### src/common/resizer_pkg.sv
package resizer_pkg;

   ////////////////////
   // frame geometry
   ////////////////////
   localparam int FRAME_W = 8;             // pixels per line
   localparam int FRAME_H = 6;             // lines per frame
   localparam int COL_W   = 4;             // column offset count, -1 .. W+1
   localparam int ROW_W   = 3;             // row index
   localparam int ADDR_W  = 6;             // frame store address

   ////////////////////
   // filter constants
   ////////////////////
   localparam int TAP_OUTER  = -1;         // outer kernel weight
   localparam int TAP_INNER  = 9;          // inner kernel weight
   localparam int ROUND_ADD  = 128;        // half of the 256 gain
   localparam int NORM_SHIFT = 8;          // two passes of 16 each

   ////////////////////
   // shared structs
   ////////////////////
   typedef struct packed {
      logic [7:0] b;
      logic [7:0] g;
      logic [7:0] r;
   } pixel_t;

   // one window column, one pixel per row
   typedef struct packed {
      pixel_t row0;                        // top, row y-1
      pixel_t row1;                        // row y
      pixel_t row2;                        // row y+1
      pixel_t row3;                        // bottom, row y+2
   } column_t;

   typedef struct packed {
      logic col_valid;                     // window complete after this column
      logic eol;                           // last output of a line
      logic eof;                           // last output of the frame
   } beat_tag_t;

endpackage

### src/logic/frame_ctrl.sv
`timescale 1ns/10ps

module frame_ctrl import resizer_pkg::*; (
   input  logic                   i_clk,
   input  logic                   i_rstn,
   input  logic                   i_s_valid,
   input  logic [31:0]            i_s_data,     // {pad,b,g,r}
   output logic                   o_s_ready,
   input  logic                   i_advance,
   input  logic                   i_frame_done,
   output logic                   o_wr_en,
   output logic [ADDR_W-1:0]      o_wr_addr,
   output pixel_t                 o_wr_pix,
   output logic                   o_rd_en,
   output logic [3:0][ADDR_W-1:0] o_rd_addr,    // index 0 is the top row
   output beat_tag_t              o_rd_tag
);

   typedef enum logic [1:0] {
      ST_WRITE,
      ST_READ,
      ST_DRAIN
   } state_t;

   state_t            state;
   logic [ADDR_W-1:0] wr_cnt;                   // raster write position
   logic [ROW_W-1:0]  rd_y;                     // output row
   logic [COL_W-1:0]  rd_col;                   // 0 means column -1
   logic [COL_W-1:0]  col_clamp;
   logic [ROW_W-1:0]  row_clamp [4];
   logic              last_pix;
   logic              last_col;
   logic              last_row;

   function automatic logic [ADDR_W-1:0] pix_addr(input logic [ROW_W-1:0] row,
                                                  input logic [COL_W-1:0] col);
      pix_addr = ADDR_W'(row * FRAME_W + col);
   endfunction

   ////////////////////
   // write phase
   ////////////////////
   assign o_s_ready = (state == ST_WRITE);
   assign o_wr_en   = i_s_valid & o_s_ready;
   assign o_wr_addr = wr_cnt;
   assign o_wr_pix  = pixel_t'(i_s_data[23:0]);  // pad byte dropped
   assign last_pix  = (wr_cnt == ADDR_W'(FRAME_W * FRAME_H - 1));

   ////////////////////
   // read phase
   ////////////////////
   assign last_col = (rd_col == COL_W'(FRAME_W + 2));
   assign last_row = (rd_y == ROW_W'(FRAME_H - 1));

   // clamp offsets into the frame, left/right then top/bottom
   always_comb begin
      if (rd_col == '0)
         col_clamp = '0;
      else if (rd_col > COL_W'(FRAME_W))
         col_clamp = COL_W'(FRAME_W - 1);
      else
         col_clamp = rd_col - 1'b1;

      row_clamp[0] = (rd_y == '0) ? '0 : rd_y - 1'b1;
      row_clamp[1] = rd_y;
      row_clamp[2] = last_row ? ROW_W'(FRAME_H - 1) : rd_y + 1'b1;
      row_clamp[3] = (rd_y >= ROW_W'(FRAME_H - 2)) ? ROW_W'(FRAME_H - 1) : rd_y + 2'd2;
   end

   always_comb begin
      for (int k = 0; k < 4; k++) begin
         o_rd_addr[k] = pix_addr(row_clamp[k], col_clamp);
      end
   end

   // bubbles outside the read phase flush the pipeline with zero tags
   assign o_rd_en            = i_advance;
   assign o_rd_tag.col_valid = (state == ST_READ) && (rd_col >= COL_W'(3)); // 4th column on
   assign o_rd_tag.eol       = o_rd_tag.col_valid & last_col;
   assign o_rd_tag.eof       = o_rd_tag.col_valid & last_col & last_row;

   ////////////////////
   // sequencing
   ////////////////////
   always_ff @(posedge i_clk) begin
      if (!i_rstn) begin
         state  <= ST_WRITE;
         wr_cnt <= '0;
         rd_y   <= '0;
         rd_col <= '0;
      end else begin
         case (state)
            ST_WRITE: begin
               if (o_wr_en) begin
                  if (last_pix) begin
                     wr_cnt <= '0;
                     state  <= ST_READ;                // ready drops next cycle
                  end else begin
                     wr_cnt <= wr_cnt + 1'b1;
                  end
               end
            end
            ST_READ: begin
               if (i_advance) begin
                  if (last_col) begin
                     rd_col <= '0;
                     if (last_row) begin
                        rd_y  <= '0;
                        state <= ST_DRAIN;
                     end else begin
                        rd_y <= rd_y + 1'b1;
                     end
                  end else begin
                     rd_col <= rd_col + 1'b1;
                  end
               end
            end
            ST_DRAIN: begin
               if (i_frame_done) state <= ST_WRITE;    // eof beat accepted
            end
            default: state <= ST_WRITE;
         endcase
      end
   end

endmodule

### src/logic/frame_store.sv
`timescale 1ns/10ps

module frame_store import resizer_pkg::*; (
   input  logic                   i_clk,
   input  logic                   i_wr_en,
   input  logic [ADDR_W-1:0]      i_wr_addr,
   input  pixel_t                 i_wr_pix,
   input  logic                   i_rd_en,
   input  logic [3:0][ADDR_W-1:0] i_rd_addr,    // top row first
   input  beat_tag_t              i_rd_tag,
   output column_t                o_col,
   output beat_tag_t              o_tag
);

   pixel_t mem [FRAME_W * FRAME_H];             // raster order

   ////////////////////
   // write port
   ////////////////////
   always_ff @(posedge i_clk) begin
      if (i_wr_en) begin
         mem[i_wr_addr] <= i_wr_pix;
      end
   end

   ////////////////////
   // four read ports
   ////////////////////
   // all four rows of a column land in the same cycle, tag beside them
   always_ff @(posedge i_clk) begin
      if (i_rd_en) begin                        // stall holds the column
         o_col.row0 <= mem[i_rd_addr[0]];
         o_col.row1 <= mem[i_rd_addr[1]];
         o_col.row2 <= mem[i_rd_addr[2]];
         o_col.row3 <= mem[i_rd_addr[3]];
         o_tag      <= i_rd_tag;
      end
   end

endmodule

### src/bicubic/window_shift.sv
`timescale 1ns/10ps

module window_shift import resizer_pkg::*; (
   input  logic           i_clk,
   input  logic           i_rstn,
   input  logic           i_advance,
   input  column_t        i_col,
   input  beat_tag_t      i_tag,
   output column_t [3:0]  o_win,              // [0] oldest, column x-1
   output beat_tag_t      o_tag
);

   ////////////////////
   // column shift
   ////////////////////
   // newest column enters at [3], window spans x-1 .. x+2
   always_ff @(posedge i_clk) begin
      if (i_advance) begin
         o_win[0] <= o_win[1];
         o_win[1] <= o_win[2];
         o_win[2] <= o_win[3];
         o_win[3] <= i_col;
      end
   end

   ////////////////////
   // fill state
   ////////////////////
   // The tag follows the column that just shifted in. Its col_valid is
   // only set once four columns of the current line are in the window,
   // so it marks a complete 4x4 neighbourhood for the filter.
   always_ff @(posedge i_clk) begin
      if (!i_rstn) begin
         o_tag <= '0;                             // empty window
      end else if (i_advance) begin
         o_tag <= i_tag;
      end
   end

endmodule

### src/bicubic/bicubic_filter.sv
`timescale 1ns/10ps

module bicubic_filter import resizer_pkg::*; (
   input  logic          i_clk,
   input  logic          i_rstn,
   input  logic          i_m_ready,
   input  column_t [3:0] i_win,
   input  beat_tag_t     i_tag,
   output logic          o_advance,
   output logic          o_frame_done,
   output pixel_t        o_m_data,
   output logic          o_m_valid,
   output logic          o_m_eol,
   output logic          o_m_eof
);

   typedef struct packed {
      logic signed [13:0] b;
      logic signed [13:0] g;
      logic signed [13:0] r;
   } hsum_t;                                  // -510 .. 4590 per channel

   hsum_t [3:0] s1_sum;                       // one per window row
   beat_tag_t   s1_tag;
   pixel_t      v_pix;

   function automatic logic signed [13:0] tap_h(input logic [7:0] a, b, c, d);
      tap_h = 14'(TAP_OUTER * $signed({1'b0, a}) + TAP_INNER * $signed({1'b0, b}) +
                  TAP_INNER * $signed({1'b0, c}) + TAP_OUTER * $signed({1'b0, d}));
   endfunction

   function automatic hsum_t h_pass(input column_t [3:0] win, input int row);
      pixel_t p [4];
      for (int k = 0; k < 4; k++) begin
         case (row)
            0:       p[k] = win[k].row0;
            1:       p[k] = win[k].row1;
            2:       p[k] = win[k].row2;
            default: p[k] = win[k].row3;
         endcase
      end
      h_pass.b = tap_h(p[0].b, p[1].b, p[2].b, p[3].b);
      h_pass.g = tap_h(p[0].g, p[1].g, p[2].g, p[3].g);
      h_pass.r = tap_h(p[0].r, p[1].r, p[2].r, p[3].r);
   endfunction

   // vertical pass, round, normalise, clip to a byte
   function automatic logic [7:0] v_pass(input logic signed [13:0] a, b, c, d);
      logic signed [19:0] acc;
      acc = 20'(TAP_OUTER * a + TAP_INNER * b + TAP_INNER * c + TAP_OUTER * d + ROUND_ADD);
      acc = acc >>> NORM_SHIFT;
      if (acc < 0)
         v_pass = 8'd0;
      else if (acc > 20'sd255)
         v_pass = 8'd255;
      else
         v_pass = acc[7:0];
   endfunction

   assign o_advance    = !o_m_valid | i_m_ready;   // output empty or leaving
   assign o_frame_done = o_m_valid & i_m_ready & o_m_eof;

   ////////////////////
   // stage 1, rows
   ////////////////////
   always_ff @(posedge i_clk) begin
      if (o_advance) begin
         for (int r = 0; r < 4; r++) begin
            s1_sum[r] <= h_pass(i_win, r);
         end
      end
   end

   always_ff @(posedge i_clk) begin
      if (!i_rstn)        s1_tag <= '0;
      else if (o_advance) s1_tag <= i_tag;
   end

   ////////////////////
   // stage 2, output
   ////////////////////
   assign v_pix.b = v_pass(s1_sum[0].b, s1_sum[1].b, s1_sum[2].b, s1_sum[3].b);
   assign v_pix.g = v_pass(s1_sum[0].g, s1_sum[1].g, s1_sum[2].g, s1_sum[3].g);
   assign v_pix.r = v_pass(s1_sum[0].r, s1_sum[1].r, s1_sum[2].r, s1_sum[3].r);

   always_ff @(posedge i_clk) begin
      if (o_advance && s1_tag.col_valid) o_m_data <= v_pix;   // partial windows skipped
   end

   always_ff @(posedge i_clk) begin
      if (!i_rstn) begin
         o_m_valid <= 1'b0;
         o_m_eol   <= 1'b0;
         o_m_eof   <= 1'b0;
      end else if (o_advance) begin
         o_m_valid <= s1_tag.col_valid;
         o_m_eol   <= s1_tag.col_valid & s1_tag.eol;
         o_m_eof   <= s1_tag.col_valid & s1_tag.eof;
      end
   end

endmodule

### src/logic/bicubic_resizer.sv
`timescale 1ns/10ps

module bicubic_resizer import resizer_pkg::*; (
   input  logic        i_clk,
   input  logic        i_rstn,
   input  logic [31:0] i_s_data,              // {pad,b,g,r}
   input  logic        i_s_valid,
   output logic        o_s_ready,
   output pixel_t      o_m_data,
   output logic        o_m_valid,
   output logic        o_m_eol,
   output logic        o_m_eof,
   input  logic        i_m_ready
);

   logic                   wr_en;
   logic [ADDR_W-1:0]      wr_addr;
   pixel_t                 wr_pix;
   logic                   rd_en;
   logic [3:0][ADDR_W-1:0] rd_addr;
   beat_tag_t              rd_tag;
   column_t                st_col;
   beat_tag_t              st_tag;
   column_t [3:0]          win;
   beat_tag_t              win_tag;
   logic                   advance;           // read pipeline enable
   logic                   frame_done;

   ////////////////////
   // control and store
   ////////////////////
   frame_ctrl u_frame_ctrl (
      .i_clk        (i_clk),
      .i_rstn       (i_rstn),
      .i_s_valid    (i_s_valid),
      .i_s_data     (i_s_data),
      .o_s_ready    (o_s_ready),
      .i_advance    (advance),
      .i_frame_done (frame_done),
      .o_wr_en      (wr_en),
      .o_wr_addr    (wr_addr),
      .o_wr_pix     (wr_pix),
      .o_rd_en      (rd_en),
      .o_rd_addr    (rd_addr),
      .o_rd_tag     (rd_tag)
   );

   frame_store u_frame_store (
      .i_clk     (i_clk),
      .i_wr_en   (wr_en),
      .i_wr_addr (wr_addr),
      .i_wr_pix  (wr_pix),
      .i_rd_en   (rd_en),
      .i_rd_addr (rd_addr),
      .i_rd_tag  (rd_tag),
      .o_col     (st_col),
      .o_tag     (st_tag)
   );

   ////////////////////
   // interpolation
   ////////////////////
   window_shift u_window_shift (
      .i_clk     (i_clk),
      .i_rstn    (i_rstn),
      .i_advance (advance),
      .i_col     (st_col),
      .i_tag     (st_tag),
      .o_win     (win),
      .o_tag     (win_tag)
   );

   bicubic_filter u_bicubic_filter (
      .i_clk        (i_clk),
      .i_rstn       (i_rstn),
      .i_m_ready    (i_m_ready),
      .i_win        (win),
      .i_tag        (win_tag),
      .o_advance    (advance),
      .o_frame_done (frame_done),
      .o_m_data     (o_m_data),
      .o_m_valid    (o_m_valid),
      .o_m_eol      (o_m_eol),
      .o_m_eof      (o_m_eof)
   );

endmodule

### config.mk
export PLATFORM = sky130hd
export DESIGN_NAME = bicubic_resizer
export DESIGN_NICKNAME = d
export VERILOG_FILES = /design/src/common/resizer_pkg.sv /design/src/logic/frame_ctrl.sv /design/src/logic/frame_store.sv /design/src/bicubic/window_shift.sv /design/src/bicubic/bicubic_filter.sv /design/src/logic/bicubic_resizer.sv
export SDC_FILE = /design/constraint.sdc
export NUM_CORES = 2
export LEC_CHECK = 0
export BUFFER_PORTS_ARGS = -buffer_cell sky130_fd_sc_hd__buf_4
export CAP_MARGIN = 20
export CORE_AREA = 2 2 406 408
export DETAILED_ROUTE_END_ITERATION = 12
export DIE_AREA = 0 0 408 410
export GPL_TIMING_DRIVEN = 1
export PLACE_DENSITY = 0.76
export SETUP_SLACK_MARGIN = 0.2
export SLEW_MARGIN = 10
export SYNTH_ARGS = -nofsm -noshare
export SYNTH_HDL_FRONTEND = slang
export SYNTH_SLANG_ARGS = --single-unit
### constraint.sdc
create_clock -name i_clk -period 85.6 [get_ports i_clk]
set_input_delay 21.4 -clock i_clk [delete_from_list [all_inputs] [get_ports i_clk]]
set_output_delay 21.4 -clock i_clk [all_outputs]
set_load 0.005 [all_outputs]
# Yosys cells after proc, flatten, opt, wreduce, memory -nomap -nowiden
# Memories as Yosys holds them, arrays and structs flattened. A register that Yosys moved wholly into a read port is not among the register bits.
# Index checks and enable logic that the tools add are counted.
[word_totals]
out_inout_bits = 28
ff_bits = 603
mem_bits_rw = 1152
mem_count = 1
input_bits = 36
elab_cells = 272
[memory_table]
columns = ["name", "words", "width", "read_ports", "rd_ports_with_merged_regs", "wr", "line", "text"]
rows = [
  ["u_frame_store.mem", 48, 24, 4, 4, 1, "frame_store.sv:15", "pixel_t mem [FRAME_W * FRAME_H];"],
]
[op_classes]
bitwise = 8
mul = 30
eq_ne = 11
order_cmp = 9
mux = 36
add_sub_neg = 88
reduce_logical = 10
[op_table]
columns = ["cell", "count"]
rows = [
  ["$add 14x14->14", 36],
  ["$mux 24", 16],
  ["$neg 8->14", 24],
  ["$mul 4x8->12 const A", 24],
  ["$add 20x20->20", 9],
  ["$neg 14->20", 6],
  ["$mul 5x14->19 const A", 6],
  ["$add 20x9->20 const B", 3],
  ["$gt 12x9->1 const B", 3],
  ["$lt 12x1->1 const B", 3],
  ["$add 6x4->6", 4],
  ["$mux 8", 3],
  ["$mux 2", 6],
  ["$mux 3", 4],
  ["$mux 4", 3],
  ["$and 1x1->1", 7],
  ["$add 6x1->6 const B", 1],
  ["$eq 6x6->1 const B", 1],
  ["$mux 6", 1],
  ["$ne 2x1->1 const B", 3],
  ["$ne 2x2->1 const B", 3],
  ["$pmux 2 s3", 1],
  ["$reduce_and 6->1", 1],
  ["$add 4x1->4 const B", 1],
  ["20 further kinds", 23],
]

# Logic depth before layout (Yosys ltp)
[depth]
word_depth = 7
mapped_depth = 24
mapped_depth_nobuf = 24

# Cells and area by module
# A second synthesis with hierarchy kept.
[hier_totals]
cells_unflattened = 9100
area_unflattened_um2 = 123418.4
[by_module_without_submodules]
columns = ["module", "seq_area_each_um2", "instances", "cells_per_inst", "area_per_inst_um2"]
rows = [
  ["frame_store", 37566.0, 1, 5143, 76877.5],
  ["bicubic_filter", 5885.6, 1, 3400, 33542.2],
  ["window_shift", 11591.1, 1, 393, 11639.9],
  ["frame_ctrl", 300.3, 1, 164, 1358.8],
]

# Worst setup path after synthesis
# OpenSTA, ideal clock, no wires.
[synth_timing]
kind = "input port to flip-flop"
from = "input i_m_ready"
to = "register, netlist name u_bicubic_filter.o_m_data[0]"
setup_slack_ns = 43.917
path_stages = 4
t_required_ns = 85.216
path_buffers = 1
t_arrival_ns = 41.299
setup_time_ns = 0.384
path_cell_list = "nor2b_1 > inv_1 > clkbuf_1 > and2_1"
[synth_between]
elab_chain_cells = 2
[synth_rtl]
columns = ["item", "line", "text"]
rows = [
  ["start: declaration", "bicubic_resizer.sv:13", "input logic i_m_ready"],
  ["$or 1x1->1", "bicubic_filter.sv:60", "assign o_advance = !o_m_valid | i_m_ready;"],
  ["named net advance", "bicubic_resizer.sv:26", "logic advance;"],
  ["$logic_and 1x1->1", "bicubic_filter.sv:87", "if (o_advance && s1_tag.col_valid) o_m_data <= v_pix;"],
]
# The timed path passes the listed nets, and every way through them passes these cells.
# A chain may end at the register's enable or synchronous reset.

# Worst setup path in the final report
[layout_timing]
from = "input i_m_ready"
to = "register u_window_shift.o_win[255] in the netlist's numbering, enable pin"
[layout_between]
elab_chain_cells = 1
[layout_rtl]
columns = ["item", "line", "text"]
rows = [
  ["$or 1x1->1", "bicubic_filter.sv:60", ""],
  ["end: declaration", "window_shift.sv:9", "output column_t [3:0] o_win,"],
]
# No other way between the ends.

==> results.ini <==
[power]
leakagePower_nw = 40.71
p_sw_w = 0.001165
powerDensity_nw_per_um2 = 31.68
max-vdd-ir-drop_mv = 0.05348
internal_power_w = 0.002197
seqPwrFrac = 0.328
total_power_w = 0.003362
clockPowerShare = 0.239
power_switching_share = 0.3466
power_frac_comb = 0.433

[global_routing]
grt_remaining_overflow = 0
grt_pass1_wl_mm = 331.9
grt_antenna_before_repair = 14
grt_max_degree = 213
grt_pass1_vias = 58860
grt_util_all_layers = 0.2547

[synth]
synth_ff_type = edfxtp_1
yosys.area.top_type = edfxtp_1
ys_types = 60
synth.area.top_cells = edfxtp_1, ha_1, fa_1
synth.most_common_cell = edfxtp_1
synthCells = 7256
synth.yosys.warnings = 0
syn_nets = 8336
ys_seq_area_frac = 0.5702
syn_area_um2 = 97070
synth_seq_cells = 1851
synth.top_cells.by_count = edfxtp_1, inv_1, ha_1
async_flop_share = 0
synth_area_per_cell_um2 = 13.38
yosys.area.top_type_share = 0.5652
synth-edff-count = 1827

[final_layout]
fin_area_um2 = 106100
area_delta_synth_final_pct = 9.341
fin_nets = 8379
layout-drive-gt1-share = 0.1013
post-route-util = 0.6491
nFillCells = 11380

[sta]
setup_tns_ns = 0
drv_slew = 0
slew-limit-headroom = 0.2455
fin_crit_ns = 23.67
max_freq_mhz = 42.24
worst_slew_pin_slew_ns = 1.127
fin_crit_sh = 0.2766
setup_viol = 0
finalHoldViolations = 0
rsz0062_at_grt = no
finClkSkew_ns = 0.06161

[setup_path]
path_cells = buf_4, nor2b_1, buf_4, inv_8, buf_12, buf_4
cpMaxStageDelayCell = buf_4
worst-setup-path-type = in -> reg
crit_cells = 6
crit_path_frequent_cell = buf_4
r2r_slack_ns = 79.25
reg2reg_to = u_bicubic_filter.o_m_data[9]$_SDFFCE_PN0P_
endpoint_kind = flip-flop
start_kind = input port
slowest_delay_ns = 0.95
cp.buffers_inverters = 5
rr_startpoint = u_bicubic_filter.s1_sum[102]$_DFFE_PN_
cp.arrival_ns = 24.12
worstPathRequired_ns = 86.05
crit_path_max_fanout = 165
critPathTopFamily = buffers and inverters
rr_worst_depth = 24

[routing]
drt-wirelength-per-cell_um = 22.05
antenna_left = 0
wl_mm = 212.7
vias = 58460
drtPass1Iterations = 6
vias_per_cell = 6.061
drtIter0Drc = 6123
remaining_drc_errors = 0

[floorplanning]
fp.dieH_um = 410
die-area_um2 = 167300
fp.coreArea_um2 = 163500
die_w_um = 408
placementRows = 149
start_util = 0.5937
io_pins = 64

[run]
drv_cap = 0

[place]
dpl_cell_area_um2 = 100000
io_buffers = 55
dpl.hpwl_mm = 138.5
place_congestion = 0.8572

[clock_network]
clock_path_buffers = 3
cts_tree = done
path_clk_slew_ns = 0.06
post-cts-setup-buffer-count = 0
cts_buffers = 181
clk_latency_ns = 0.85
htreeDepth = 4
cts_root_buf = clkbuf_16
post_cts_resized = 0
hold_buffers = 0
clock-sinks = 1851

[worst_hold_path]
hold_path_startpoint = u_frame_store.o_col[90]$_DFFE_PN_
hold-path-endpoint = u_window_shift.o_win[378]$_DFFE_PN_
hp-class = reg -> reg
whs_path_depth = 0

[status]
outcome = finished clean

==> worst reg2reg max path, delay by kind of cell, from the launching register on <==
kind	cells	cell delay [ns]
simple gates	1	0.14
flops	1	0.45
compound gates	10	2.07
fa+ha+maj	7	2.56
xor+xnor	3	0.83
buf+inv	3	0.17
==> through the flow <==
step / setup WS, ns / std cells / hold slack [ns]
CTS: 61.98 / 9639 / 0.3813
floorplan: 43.92 / 7256 / 0.4003
finish: 61.93 / 9645 / 0.3876
global route: 61.69 / 9643 / 0.4146
global placement: 61.12 / 9304 / 0.4013
detailed placement: 61.07 / 9304 / 0.4045
==> registers in the layout, summed over array words and instances, names as in the netlist <==
signal,flops
u_frame_ctrl.o_wr_addr,6
u_window_shift.o_tag,3
u_bicubic_filter.s1_sum,168
u_bicubic_filter.s1_tag,3
u_frame_store.o_tag,3
u_bicubic_filter.o_m_data,24
u_frame_store.o_col,96
u_frame_store.mem,1152
u_bicubic_filter.o_m_eol,1
u_frame_ctrl.state,2
u_frame_ctrl.rd_y,3
u_bicubic_filter.o_m_eof,1
u_window_shift.o_win,384
u_frame_ctrl.rd_col,4
u_bicubic_filter.o_m_valid,1
==> kinds of logic (layout without fill, tap and decap cells) <==
group                      after synthesis  in the layout  synth area share
adders and majority gates             1045           1045            0.1611
other                                    0              5                 0
xor gates and xnor gates               338            338           0.03064
muxes                                  281            281           0.04358
AOI/OAI and AO/OA                     1172           1172           0.08229
and+or+nand+nor                       1555           1555           0.07257
buffers and inverters                 1014           1209           0.03964
DFF                                   1851           1851            0.5702
==> layer usage <==
metal	GRT usage	up-vias	wire, um
li1	-	26730	-
met1	0.3631	28960	89880
met2	0.4001	2349	98650
met3	0.04724	406	18010
met4	0.08065	8	6114
met5	0	-	54
==> power groups by stage <==
| stage | clock, W | sequential (W) | combinational, W |
|---|---|---|---|
| floorplan | 0 | 0.00111 | 0.00115 |
| detailed placement | 0 | 0.00112 | 0.00144 |
| finish | 0.000803 | 0.00110 | 0.00146 |
| CTS | 0.000814 | 0.00110 | 0.00146 |
| global route | 0.000849 | 0.00111 | 0.00166 |
| global placement | 0 | 0.00112 | 0.00139 |
==> layout make-up <==
class	instances	area, um^2	share of cell area
Antenna cell	5	12.51	0.0001179
Clock buffer	216	4682	0.04411
Clock inverter	119	1378	0.01298
Inverter	735	2766	0.02607
Multi-Input combinational cell	4391	38080	0.3588
Sequential cell	1851	55340	0.5214
Tap cell	2189	2739	0.02581
Timing Repair Buffer	139	1131	0.01066
==> placed cells by master, fill, tap and decap left out, drive strengths merged, types with 173 or more instances in the layout <==
master / netlist / routed
nor2: 199 / 199
fa: 342 / 342
nand2: 687 / 687
a21oi: 288 / 288
edfxtp: 1827 / 1827
nand3: 358 / 358
mux2: 173 / 173
clkbuf: 198 / 216
ha: 702 / 702
inv: 735 / 742
o221ai: 291 / 291
xnor2: 238 / 238
==> how the worst max path moves through the flow <==
stage	from	slack [ns]	to
after global routing	i_m_ready	61.69	u_frame_store.o_col[9]$_DFFE_PN_
after CTS	i_m_ready	61.98	u_window_shift.o_win[350]$_DFFE_PN_
after floorplan	i_m_ready	43.92	u_bicubic_filter.o_m_data[0]$_SDFFCE_PN0P_
final	i_m_ready	61.93	u_window_shift.o_win[255]$_DFFE_PN_
after detailed placement	i_m_ready	61.07	u_frame_store.o_col[79]$_DFFE_PN_
after global placement	i_m_ready	61.12	u_window_shift.o_win[351]$_DFFE_PN_
Note: power is estimated with default switching activity, not from simulation.
